<file path="src/include/decoder_macros.svh">
//////////////////////////////////////////////////
// widths and step limits for the index store slice
//////////////////////////////////////////////////
`ifndef DECODER_MACROS_SVH
`define DECODER_MACROS_SVH

// bus and register widths
`define XPT_W     4
`define ITABLE_W  8
`define ADDR_W    16
`define DATA_W    8

// last step of LD (nn),IX/IY
`define XPT_LAST  8

`endif

</file>
<file path="src/design/bus_types_pkg.sv">
//////////////////////////////////////////////////
// memory write cycle phases
//////////////////////////////////////////////////
package bus_types_pkg;

    // three-cycle write, strobe sits in W1
    typedef enum logic [1:0] {
        PH_NONE = 2'd0,
        PH_W0   = 2'd1,
        PH_W1   = 2'd2,
        PH_W2   = 2'd3
    } wr_phase_e;

endpackage

</file>
<file path="src/design/cpu_types_pkg.sv">
//////////////////////////////////////////////////
// opcode and index register select types
//////////////////////////////////////////////////
package cpu_types_pkg;

    // group 00101x0x, bit 2 picks the index register
    typedef enum logic [7:0] {
        OP_LD_NN_IX = 8'h28,
        OP_LD_NN_IY = 8'h2C
    } opcode_e;

    typedef enum logic {
        SEL_IX = 1'b0,
        SEL_IY = 1'b1
    } index_sel_e;

endpackage

</file>
<file path="src/design/decoder_2bit.sv">
//////////////////////////////////////////////////
// enabled 2-bit decoder with half decodes
//////////////////////////////////////////////////
`timescale 1ns/1ps

module decoder_2bit (
    input  logic       not_enable,
    input  logic [1:0] in_bits,
    input  logic [1:0] not_in_bits,
    output logic       out00,
    output logic       out01,
    output logic       out10,
    output logic       out11,
    output logic       out0x,
    output logic       out1x
);

    // nor of the disable and the bits that must be low
    assign out00 = ~(not_enable | in_bits[1] | in_bits[0]);
    assign out01 = ~(not_enable | in_bits[1] | not_in_bits[0]);
    assign out10 = ~(not_enable | not_in_bits[1] | in_bits[0]);
    assign out11 = ~(not_enable | not_in_bits[1] | not_in_bits[0]);

    // upper bit only
    assign out0x = ~(not_enable | in_bits[1]);
    assign out1x = ~(not_enable | not_in_bits[1]);

endmodule

</file>
<file path="src/design/decoder_ld_nn_index.sv">
//////////////////////////////////////////////////
// LD (nn),IX/IY step decode into control strobes
//////////////////////////////////////////////////
`timescale 1ns/1ps
`include "decoder_macros.svh"

module decoder_ld_nn_index (
    input  logic                 enable,
    input  logic [`XPT_W-1:0]    xpt,
    input  logic [`XPT_W-1:0]    not_xpt,
    input  logic [`ITABLE_W-1:0] itable,
    input  logic [`ITABLE_W-1:0] not_itable,
    output logic [`XPT_LAST:0]   decoded_xpt,
    output logic                 set_ild_ix,
    output logic                 set_ild_iy,
    output logic                 set_cmr,
    output logic                 reset_xpt,
    output logic                 sel_ix_low,
    output logic                 sel_iy_low,
    output logic                 sel_ix_high,
    output logic                 sel_iy_high,
    output logic                 sel_addr_plus1,
    output logic                 sel_addr_operand,
    output logic                 pc_w0,
    output logic                 pc_w1,
    output logic                 pc_w2,
    output logic                 set_cm1,
    output logic                 reset_itable,
    output logic                 op_head
);

    // opcode bit that tells IY from IX
    localparam logic [7:0] op_ix   = cpu_types_pkg::OP_LD_NN_IX;
    localparam logic [7:0] op_iy   = cpu_types_pkg::OP_LD_NN_IY;
    localparam int         sel_bit = $clog2(op_ix ^ op_iy);

    logic not_enable, setup, step, not_step;
    logic t00xx, t01xx, t0xxx, t1xxx, not_t0xxx;
    logic l00, l01, l10, l11, l0x, l1x;
    logic t4or5, t6or7, low_rng, high_rng;

    assign not_enable = ~enable;

    // phase bit 0 of itable, inline 1-bit decode
    assign setup    = ~(not_enable | itable[0]);
    assign step     = ~(not_enable | not_itable[0]);
    assign not_step = ~step;

    assign set_ild_ix = ~(~setup | itable[sel_bit]);
    assign set_ild_iy = ~(~setup | not_itable[sel_bit]);
    assign set_cmr    = setup;

    decoder_2bit u_xpt_hi (
        .not_enable  (not_step),
        .in_bits     (xpt[3:2]),
        .not_in_bits (not_xpt[3:2]),
        .out00       (t00xx),
        .out01       (t01xx),
        .out10       (),
        .out11       (),
        .out0x       (t0xxx),
        .out1x       (t1xxx)
    );

    assign not_t0xxx = ~t0xxx;

    decoder_2bit u_xpt_lo (
        .not_enable  (not_t0xxx),
        .in_bits     (xpt[1:0]),
        .not_in_bits (not_xpt[1:0]),
        .out00       (l00),
        .out01       (l01),
        .out10       (l10),
        .out11       (l11),
        .out0x       (l0x),
        .out1x       (l1x)
    );

    assign decoded_xpt[0] = t00xx & l00;
    assign decoded_xpt[1] = t00xx & l01;
    assign decoded_xpt[2] = t00xx & l10;
    assign decoded_xpt[3] = t00xx & l11;
    assign decoded_xpt[4] = t01xx & l00;
    assign decoded_xpt[5] = t01xx & l01;
    assign decoded_xpt[6] = t01xx & l10;
    assign decoded_xpt[7] = t01xx & l11;
    // xpt stops at 8, so 1xxx is enough
    assign decoded_xpt[8] = t1xxx;

    assign t4or5    = t01xx & l0x;
    assign t6or7    = t01xx & l1x;
    assign low_rng  = decoded_xpt[3] | t4or5;
    assign high_rng = t6or7 | decoded_xpt[8];

    // low byte at nn, high byte at nn+1
    assign sel_ix_low       = low_rng & not_itable[sel_bit];
    assign sel_iy_low       = low_rng & itable[sel_bit];
    assign sel_ix_high      = high_rng & not_itable[sel_bit];
    assign sel_iy_high      = high_rng & itable[sel_bit];
    assign sel_addr_plus1   = high_rng;
    assign sel_addr_operand = low_rng | high_rng;

    assign pc_w0 = decoded_xpt[3] | decoded_xpt[6];
    assign pc_w1 = decoded_xpt[4] | decoded_xpt[7];
    assign pc_w2 = decoded_xpt[5] | decoded_xpt[8];

    // step 8 ends the instruction
    assign reset_xpt    = setup | decoded_xpt[8];
    assign set_cm1      = decoded_xpt[8];
    assign reset_itable = decoded_xpt[8];
    assign op_head      = decoded_xpt[8];

    always_comb begin
        assert ($onehot0({sel_ix_low, sel_iy_low, sel_ix_high, sel_iy_high}))
            else $error("index byte selects overlap");
        assert ($onehot0({pc_w0, pc_w1, pc_w2}))
            else $error("write phase strobes overlap");
    end

endmodule

</file>
<file path="src/design/index_datapath.sv">
//////////////////////////////////////////////////
// IX/IY registers and memory write address/data
//////////////////////////////////////////////////
`timescale 1ns/1ps
`include "decoder_macros.svh"

module index_datapath (
    input  logic                      clk,
    input  logic                      arst_n,
    input  logic                      index_load,
    input  cpu_types_pkg::index_sel_e index_target,
    input  logic [`ADDR_W-1:0]        index_value,
    input  logic [`ADDR_W-1:0]        operand,
    input  logic                      latch_operand,
    input  logic                      set_ild_ix,
    input  logic                      set_ild_iy,
    input  logic                      sel_ix_low,
    input  logic                      sel_iy_low,
    input  logic                      sel_ix_high,
    input  logic                      sel_iy_high,
    input  logic                      sel_addr_plus1,
    input  logic                      sel_addr_operand,
    input  logic                      pc_w0,
    input  logic                      pc_w1,
    input  logic                      pc_w2,
    output logic [`ADDR_W-1:0]        mem_addr,
    output logic [`DATA_W-1:0]        mem_data,
    output logic                      mem_wr
);

    logic [`ADDR_W-1:0]        ix, iy, nn, nn_plus1, index_word;
    logic                      sel_low, sel_high;
    cpu_types_pkg::index_sel_e index_sel;
    bus_types_pkg::wr_phase_e  wr_phase;

    always_ff @(posedge clk) begin
        if (index_load && index_target == cpu_types_pkg::SEL_IX) begin
            ix <= index_value;
        end
        if (index_load && index_target == cpu_types_pkg::SEL_IY) begin
            iy <= index_value;
        end
        if (latch_operand) begin
            nn <= operand;
        end
    end

    always_ff @(posedge clk or negedge arst_n) begin
        if (!arst_n) begin
            index_sel <= cpu_types_pkg::SEL_IX;
        end else if (set_ild_iy) begin
            index_sel <= cpu_types_pkg::SEL_IY;
        end else if (set_ild_ix) begin
            index_sel <= cpu_types_pkg::SEL_IX;
        end
    end

    // wraps at ffff
    assign nn_plus1 = nn + `ADDR_W'(1);
    assign mem_addr = sel_addr_operand ? (sel_addr_plus1 ? nn_plus1 : nn) : '0;

    assign index_word = (index_sel == cpu_types_pkg::SEL_IY) ? iy : ix;
    assign sel_low    = sel_ix_low | sel_iy_low;
    assign sel_high   = sel_ix_high | sel_iy_high;
    assign mem_data   = ({`DATA_W{sel_low}} & index_word[7:0])
                      | ({`DATA_W{sel_high}} & index_word[15:8]);

    assign mem_wr = pc_w1;

    always_comb begin
        if (pc_w2) begin
            wr_phase = bus_types_pkg::PH_W2;
        end else if (pc_w1) begin
            wr_phase = bus_types_pkg::PH_W1;
        end else if (pc_w0) begin
            wr_phase = bus_types_pkg::PH_W0;
        end else begin
            wr_phase = bus_types_pkg::PH_NONE;
        end
    end

    a_wr_has_byte: assert property (@(posedge clk) disable iff (!arst_n)
        mem_wr |-> (sel_low || sel_high));

    // W0, W1, W2 in order
    a_phase_order: assert property (@(posedge clk) disable iff (!arst_n)
        wr_phase == bus_types_pkg::PH_W1 || wr_phase == bus_types_pkg::PH_W2
        |-> $past(wr_phase) == wr_phase - 2'd1);

    a_sel_matches: assert property (@(posedge clk) disable iff (!arst_n)
        (sel_iy_low || sel_iy_high) |-> index_sel == cpu_types_pkg::SEL_IY);

endmodule

</file>
<file path="src/design/index_store_top.sv">
//////////////////////////////////////////////////
// LD (nn),IX/IY execution slice
//////////////////////////////////////////////////
`timescale 1ns/1ps
`include "decoder_macros.svh"

module index_store_top (
    input  logic                      clk,
    input  logic                      arst_n,
    input  logic                      opcode_valid,
    input  logic [`ITABLE_W-1:0]      opcode,
    input  logic [`ADDR_W-1:0]        operand,
    input  logic                      index_load,
    input  cpu_types_pkg::index_sel_e index_target,
    input  logic [`ADDR_W-1:0]        index_value,
    output logic [`ADDR_W-1:0]        mem_addr,
    output logic [`DATA_W-1:0]        mem_data,
    output logic                      mem_wr,
    output logic                      busy,
    output logic                      done
);

    logic [`XPT_W-1:0]    xpt, not_xpt;
    logic [`ITABLE_W-1:0] itable, not_itable;
    logic set_ild_ix, set_ild_iy, set_cmr, set_phase, reset_xpt, reset_itable;
    logic sel_ix_low, sel_iy_low, sel_ix_high, sel_iy_high;
    logic sel_addr_plus1, sel_addr_operand, pc_w0, pc_w1, pc_w2;

    assign set_phase = set_ild_ix | set_ild_iy;

    step_sequencer u_seq (
        .clk          (clk),
        .arst_n       (arst_n),
        .opcode_valid (opcode_valid),
        .opcode       (opcode),
        .reset_xpt    (reset_xpt),
        .set_phase    (set_phase),
        .reset_itable (reset_itable),
        .xpt          (xpt),
        .not_xpt      (not_xpt),
        .itable       (itable),
        .not_itable   (not_itable),
        .busy         (busy)
    );

    decoder_ld_nn_index u_dec (
        .enable           (busy),
        .xpt              (xpt),
        .not_xpt          (not_xpt),
        .itable           (itable),
        .not_itable       (not_itable),
        .decoded_xpt      (),
        .set_ild_ix       (set_ild_ix),
        .set_ild_iy       (set_ild_iy),
        .set_cmr          (set_cmr),
        .reset_xpt        (reset_xpt),
        .sel_ix_low       (sel_ix_low),
        .sel_iy_low       (sel_iy_low),
        .sel_ix_high      (sel_ix_high),
        .sel_iy_high      (sel_iy_high),
        .sel_addr_plus1   (sel_addr_plus1),
        .sel_addr_operand (sel_addr_operand),
        .pc_w0            (pc_w0),
        .pc_w1            (pc_w1),
        .pc_w2            (pc_w2),
        .set_cm1          (),
        .reset_itable     (reset_itable),
        .op_head          (done)
    );

    index_datapath u_dp (
        .clk              (clk),
        .arst_n           (arst_n),
        .index_load       (index_load),
        .index_target     (index_target),
        .index_value      (index_value),
        .operand          (operand),
        .latch_operand    (set_cmr),
        .set_ild_ix       (set_ild_ix),
        .set_ild_iy       (set_ild_iy),
        .sel_ix_low       (sel_ix_low),
        .sel_iy_low       (sel_iy_low),
        .sel_ix_high      (sel_ix_high),
        .sel_iy_high      (sel_iy_high),
        .sel_addr_plus1   (sel_addr_plus1),
        .sel_addr_operand (sel_addr_operand),
        .pc_w0            (pc_w0),
        .pc_w1            (pc_w1),
        .pc_w2            (pc_w2),
        .mem_addr         (mem_addr),
        .mem_data         (mem_data),
        .mem_wr           (mem_wr)
    );

endmodule

</file>
<file path="src/design/step_sequencer.sv">
//////////////////////////////////////////////////
// itable latch, phase flag and xpt step counter
//////////////////////////////////////////////////
`timescale 1ns/1ps
`include "decoder_macros.svh"

module step_sequencer (
    input  logic                 clk,
    input  logic                 arst_n,
    input  logic                 opcode_valid,
    input  logic [`ITABLE_W-1:0] opcode,
    input  logic                 reset_xpt,
    input  logic                 set_phase,
    input  logic                 reset_itable,
    output logic [`XPT_W-1:0]    xpt,
    output logic [`XPT_W-1:0]    not_xpt,
    output logic [`ITABLE_W-1:0] itable,
    output logic [`ITABLE_W-1:0] not_itable,
    output logic                 busy
);

    localparam logic [7:0] op_group = cpu_types_pkg::OP_LD_NN_IX;

    logic accept;

    // 00101x0x only, and only when idle
    assign accept = opcode_valid && !busy
                    && (opcode[7:3] == op_group[7:3]) && !opcode[1];

    always_ff @(posedge clk or negedge arst_n) begin
        if (!arst_n) begin
            itable <= '0;
            busy   <= 1'b0;
        end else if (reset_itable) begin
            itable <= '0;
            busy   <= 1'b0;
        end else if (accept) begin
            // phase bit starts cleared for the setup cycle
            itable <= {opcode[7:1], 1'b0};
            busy   <= 1'b1;
        end else if (set_phase) begin
            itable[0] <= 1'b1;
        end
    end

    always_ff @(posedge clk or negedge arst_n) begin
        if (!arst_n) begin
            xpt <= '0;
        end else if (reset_xpt) begin
            xpt <= '0;
        end else if (busy) begin
            xpt <= xpt + `XPT_W'(1);
        end
    end

    assign not_xpt    = ~xpt;
    assign not_itable = ~itable;

    a_xpt_limit: assert property (@(posedge clk) disable iff (!arst_n)
        xpt <= `XPT_W'(`XPT_LAST));

    a_itable_hold: assert property (@(posedge clk) disable iff (!arst_n)
        busy && $past(busy) |-> itable[7:1] == $past(itable[7:1]));

endmodule

</file>
<file path="config.mk">
export PLATFORM = sky130hd
export DESIGN_NAME = index_store_top
export DESIGN_NICKNAME = d
export VERILOG_FILES = /design/src/design/bus_types_pkg.sv /design/src/design/cpu_types_pkg.sv /design/src/design/decoder_2bit.sv /design/src/design/decoder_ld_nn_index.sv /design/src/design/index_datapath.sv /design/src/design/index_store_top.sv /design/src/design/step_sequencer.sv
export VERILOG_INCLUDE_DIRS = /design/src /design/src/include
export SDC_FILE = /design/constraint.sdc
export NUM_CORES = 1
export LEC_CHECK = 0
export BUFFER_PORTS_ARGS = -buffer_cell sky130_fd_sc_hd__buf_2
export CORE_MARGIN = 2
export CORE_UTILIZATION = 55
export DETAILED_ROUTE_END_ITERATION = 10
export GPL_TIMING_DRIVEN = 0
export PLACE_DENSITY = 0.9
export SYNTH_ARGS = -nofsm -noshare
export SYNTH_HDL_FRONTEND = slang
export SYNTH_SLANG_ARGS = --single-unit
</file>
<file path="constraint.sdc">
create_clock -name clk -period 4.9 [get_ports clk]
set_input_delay 0.49 -clock clk [delete_from_list [all_inputs] [get_ports clk]]
set_output_delay 0.49 -clock clk [all_outputs]
set_load 0.005 [all_outputs]
</file>
==> results by stage <==
Run status:
- The flow ran to the end, and the final reports show no timing, DRC or antenna violations.

Final layout:
- The area growth from synthesis to layout is 19.9%.
- The antenna diode count is 0.
- After routing the design area is 3110 um2.
- The filler cells instantiated in the layout total 340.
- The count of cells in the finished layout, fillers not included, comes to 328.
- In the final layout, the share of cells above drive strength 1 is 0.355.
- The total number of nets in the final design is 322.

Synth:
- The synthesized net count is 245.
- The most common cell in the synthesized netlist is sky130_fd_sc_hd__edfxtp_1.
- For this run, asynchronously set or reset flops after synthesis account for 0.143.
- Dividing the synthesized area by the synthesized cell count gives 13.1 um2.
- By area, the combinational part of the netlist is dominated by simple AND/OR/NAND/NOR gates.
- Of the total synthesized cell area, the portion taken by XOR and XNOR cells is 0.00337.
- The share of cell area taken by muxes after synthesis is 0.0737.
- The fraction of the mapped netlist area in compound gates was 0.116.
- The sequential share of the synthesized area is 0.632.
- The number of flip-flops and latches in the synthesized netlist is 56.
- Synthesis instantiated 46 different standard cells from the library.
- In this run the cell area of the synthesized design comes to 2600 um2.
- The synthesized-area fraction occupied by and/or/nand/nor cells is 0.133.
- Of the total synthesized cell area, the portion taken by full adders, half adders and majority gates is 0.00964.
- The share of synthesized area in the top cell type comes to 0.555.
- Sorting the synthesized cells by how often they occur yields 48 x sky130_fd_sc_hd__edfxtp_1, 18 x sky130_fd_sc_hd__mux2i_1, 11 x sky130_fd_sc_hd__nand2_1, 10 x sky130_fd_sc_hd__nor2_1, 10 x sky130_fd_sc_hd__o22ai_1.
- The most common flop cell mapped by yosys is sky130_fd_sc_hd__edfxtp_1.
- The number of enable-type register cells in the synthesized netlist is 48.
- The post-synthesis instance total is 198.
- Of all cell types, the one taking the most synthesized area is sky130_fd_sc_hd__edfxtp_1.
- During synthesis, Yosys emitted a total of 0 warnings.
- In the post-synthesis netlist, the biggest area contributors are sky130_fd_sc_hd__edfxtp_1 56%, sky130_fd_sc_hd__dfrtp_1 7.7%, sky130_fd_sc_hd__mux2i_1 6.9%, sky130_fd_sc_hd__o22ai_1 2.4%, sky130_fd_sc_hd__o21ai_0 1.7%.

Place:
- The post-place instance area is 3010 um2.
- The final weighted congestion of routability-driven global placement is 0.870.
- After detailed placement, the design holds a cell count of 320.
- The half-perimeter wire length of the detailed placement result is 3770 um.
- The number of buffers inserted by port buffering is 70.

Global routing:
- The wire length of the first global-routing pass is 7940 um.
- The number of antenna violations at the first check in global routing came to 0.
- The all-layer global routing usage is 0.197.
- The number of global-route vias before repair is 1,827.
- The maximum number of pins on one net before global-route repair is 20.
- The sum of overflow across all layers after global routing is 0.

Routing:
- After detailed routing, the average wire length per cell comes to 15.4 um.
- Before antenna repair, the detailed router went through 4 iterations.
- The routed design has 5040 um of wire.
- The post-detailed-route via-to-cell ratio is 5.86.
- The remaining routing DRC violations is 0.
- The final antenna-violating net count is 0.
- For this block, the initial DRC count from the detailed router was 163.
- The total vias in the final route is 1,923.

Worst setup path:
- In this run the worst path has a maximum fanout of 10.
- The most frequent cell on the critical path is sky130_fd_sc_hd__buf_2.
- The worst stage delay on the critical path is 440 ps.
- For the worst setup path, the data required time is 4410 ps.
- The critical path buffer and inverter count is 3.
- The critical path goes through buf_2 > nand3b_1 > a21o_1 > clkbuf_1 > o22ai_1 > buf_2.
- The master of the slowest instance on the critical path is sky130_fd_sc_hd__clkbuf_1.
- By startpoint and endpoint, the worst setup path is classified as flop to output port.
- The worst setup path is launched from a flop.
- The setup check on the worst reg-to-reg path leaves a slack of 3110 ps.
- The kind of end point of the critical path is an output port.
- STA puts the critical path data arrival time at 2070 ps.
- Broken down by cell family, the worst path's largest delay share belongs to buffers and inverters.

Timing:
- The count of final max-slew check failures is 0.
- In the finished design, the share of the clock period the worst path needs comes to 0.523.
- The achievable frequency is 0.390 GHz.
- Setup repair after global routing left no endpoint under its margin.
- Setup total negative slack on the finished layout was measured at 0 ps.
- The number of hold violations in the final report came to 0.
- The number of setup violations in the final report is 0.
- For the finished layout, the period the worst path requires is 2560 ps.
- The slew of the pin with the lowest slew margin is 820 ps.
- Headroom to the max-slew limit came out at 0.451.
- The clock arrives with 6.29 ps of skew.

Clock tree:
- Once the clock tree was built, the resizer swapped 0 gates to a different size.
- The CTS clock-pin slew for the worst setup and hold paths is 100 ps.
- The number of buffers added by the clock tree synthesis step is 5.
- The H-tree depth is 2.
- TritonCTS built the clock tree.
- The maximum clock path buffer count is 2.
- For this design, the sink count on the clock tree is 56.
- The total of hold buffers inserted after clock tree synthesis is 0.
- The insertion delay of the later-clocked pin in the worst-skew pair is 300 ps.
- The number of post-CTS setup repair buffers is 0.
- The root buffer selected by CTS is sky130_fd_sc_hd__clkbuf_8.

Floorplanning:
- The number of placement rows is 24.
- The I/O pin count is 72.
- The area enclosed by the die boundary is 5290 um2.
- The starting density of the core is 0.584.
- The die is 72.7 um tall.
- The total area inside the core boundary comes to 4440 um2.
- The die is 72.7 um wide.

Power:
- The static leakage is 0.00128 uW.
- Summing internal, switching and leakage power gives 1220 uW.
- The power density of the placed cells is 393 nW/um2.
- The worst voltage drop across the vdd grid is 243 uV.

Run:
- The tool flagged a number of max-cap violations equal to 0.

Hold path:
- The class of the tightest hold or removal check is primary input to asynchronous set/reset pin.
## metrics by stage
stage,worst slack [ps],util,hold slack [ps]
final,2340,0.700,6.38
after global placement,2700,0.678,340
after global routing,2180,0.700,16.2
after floorplan,2960,-,194
after detailed placement,2660,0.678,344
after CTS,2330,0.699,8.65
## cell usage in the layout (no fill, tap or decap), types with 5 or more instances in the layout
master                     instances
sky130_fd_sc_hd__nand3_1           6
sky130_fd_sc_hd__dfrtp_1           8
sky130_fd_sc_hd__clkbuf_8          5
sky130_fd_sc_hd__buf_2            75
sky130_fd_sc_hd__o22ai_1          10
sky130_fd_sc_hd__o21ai_0           9
sky130_fd_sc_hd__nand2_1          11
sky130_fd_sc_hd__and3_1            5
sky130_fd_sc_hd__mux2i_1          18
sky130_fd_sc_hd__a31oi_1           5
sky130_fd_sc_hd__inv_1             5
sky130_fd_sc_hd__a21oi_1           5
sky130_fd_sc_hd__edfxtp_1         48
sky130_fd_sc_hd__nor2_1           10
## registers in the layout, summed over array words and instances, names as in the netlist
name	flops
u_seq.itable	2
u_seq.busy	1
u_dp.index_sel	1
u_dp.nn	16
u_dp.ix	16
u_seq.xpt	4
u_dp.iy	16
## report_power, final
group / total (uW) / internal, uW / switching, uW
sequential: 621 / 575 / 46.4
clock: 254 / 105 / 149
combinational: 348 / 160 / 187
## final cells by class
class / count / area (um2) / area share
flip-flops and latches: 56 / 1640 / 0.528
multi-input cells: 128 / 878 / 0.282
repair buffers: 70 / 350 / 0.113
clock buffers: 5 / 68.8 / 0.0221
well taps: 52 / 65.1 / 0.0209
plain buffers: 9 / 62.6 / 0.0201
clock inverters: 3 / 26.3 / 0.00844
inverters: 5 / 18.8 / 0.00603
## final timing paths
check	cells after the start	endpoint	startpoint
setup / recovery	6	mem_data[0]	u_seq.busy
hold / removal	1	u_seq.busy	arst_n
setup reg to reg	3	u_dp.index_sel	u_seq.busy
hold reg to reg	1	u_dp.index_sel	u_seq.itable[2]
max in group asynchronous	1	u_seq.itable[2]	arst_n
min in group clk	1	u_dp.nn[3]	operand[3]
## logic make-up after synthesis
group / Yosys count
flip-flops: 56
buffers and inverters: 14
XOR/XNOR: 1
AO/OA/AOI/OAI: 46
multiplexers: 19
adder cells (fa/ha/maj): 2
AND/OR/NAND/NOR: 60
## per-layer routing
| metal | global-route usage | up-vias | part of all wire |
|---|---|---|---|
| met3 | 0.0456 | 6 | 0.072 |
| met1 | 0.244 | 907 | 0.40 |
| met5 | 0 | - | 0 |
| li1 | - | 926 | - |
| met4 | 0.0782 | 0 | 0.0087 |
| met2 | 0.336 | 84 | 0.52 |
Power figures use the tool's default switching activity.
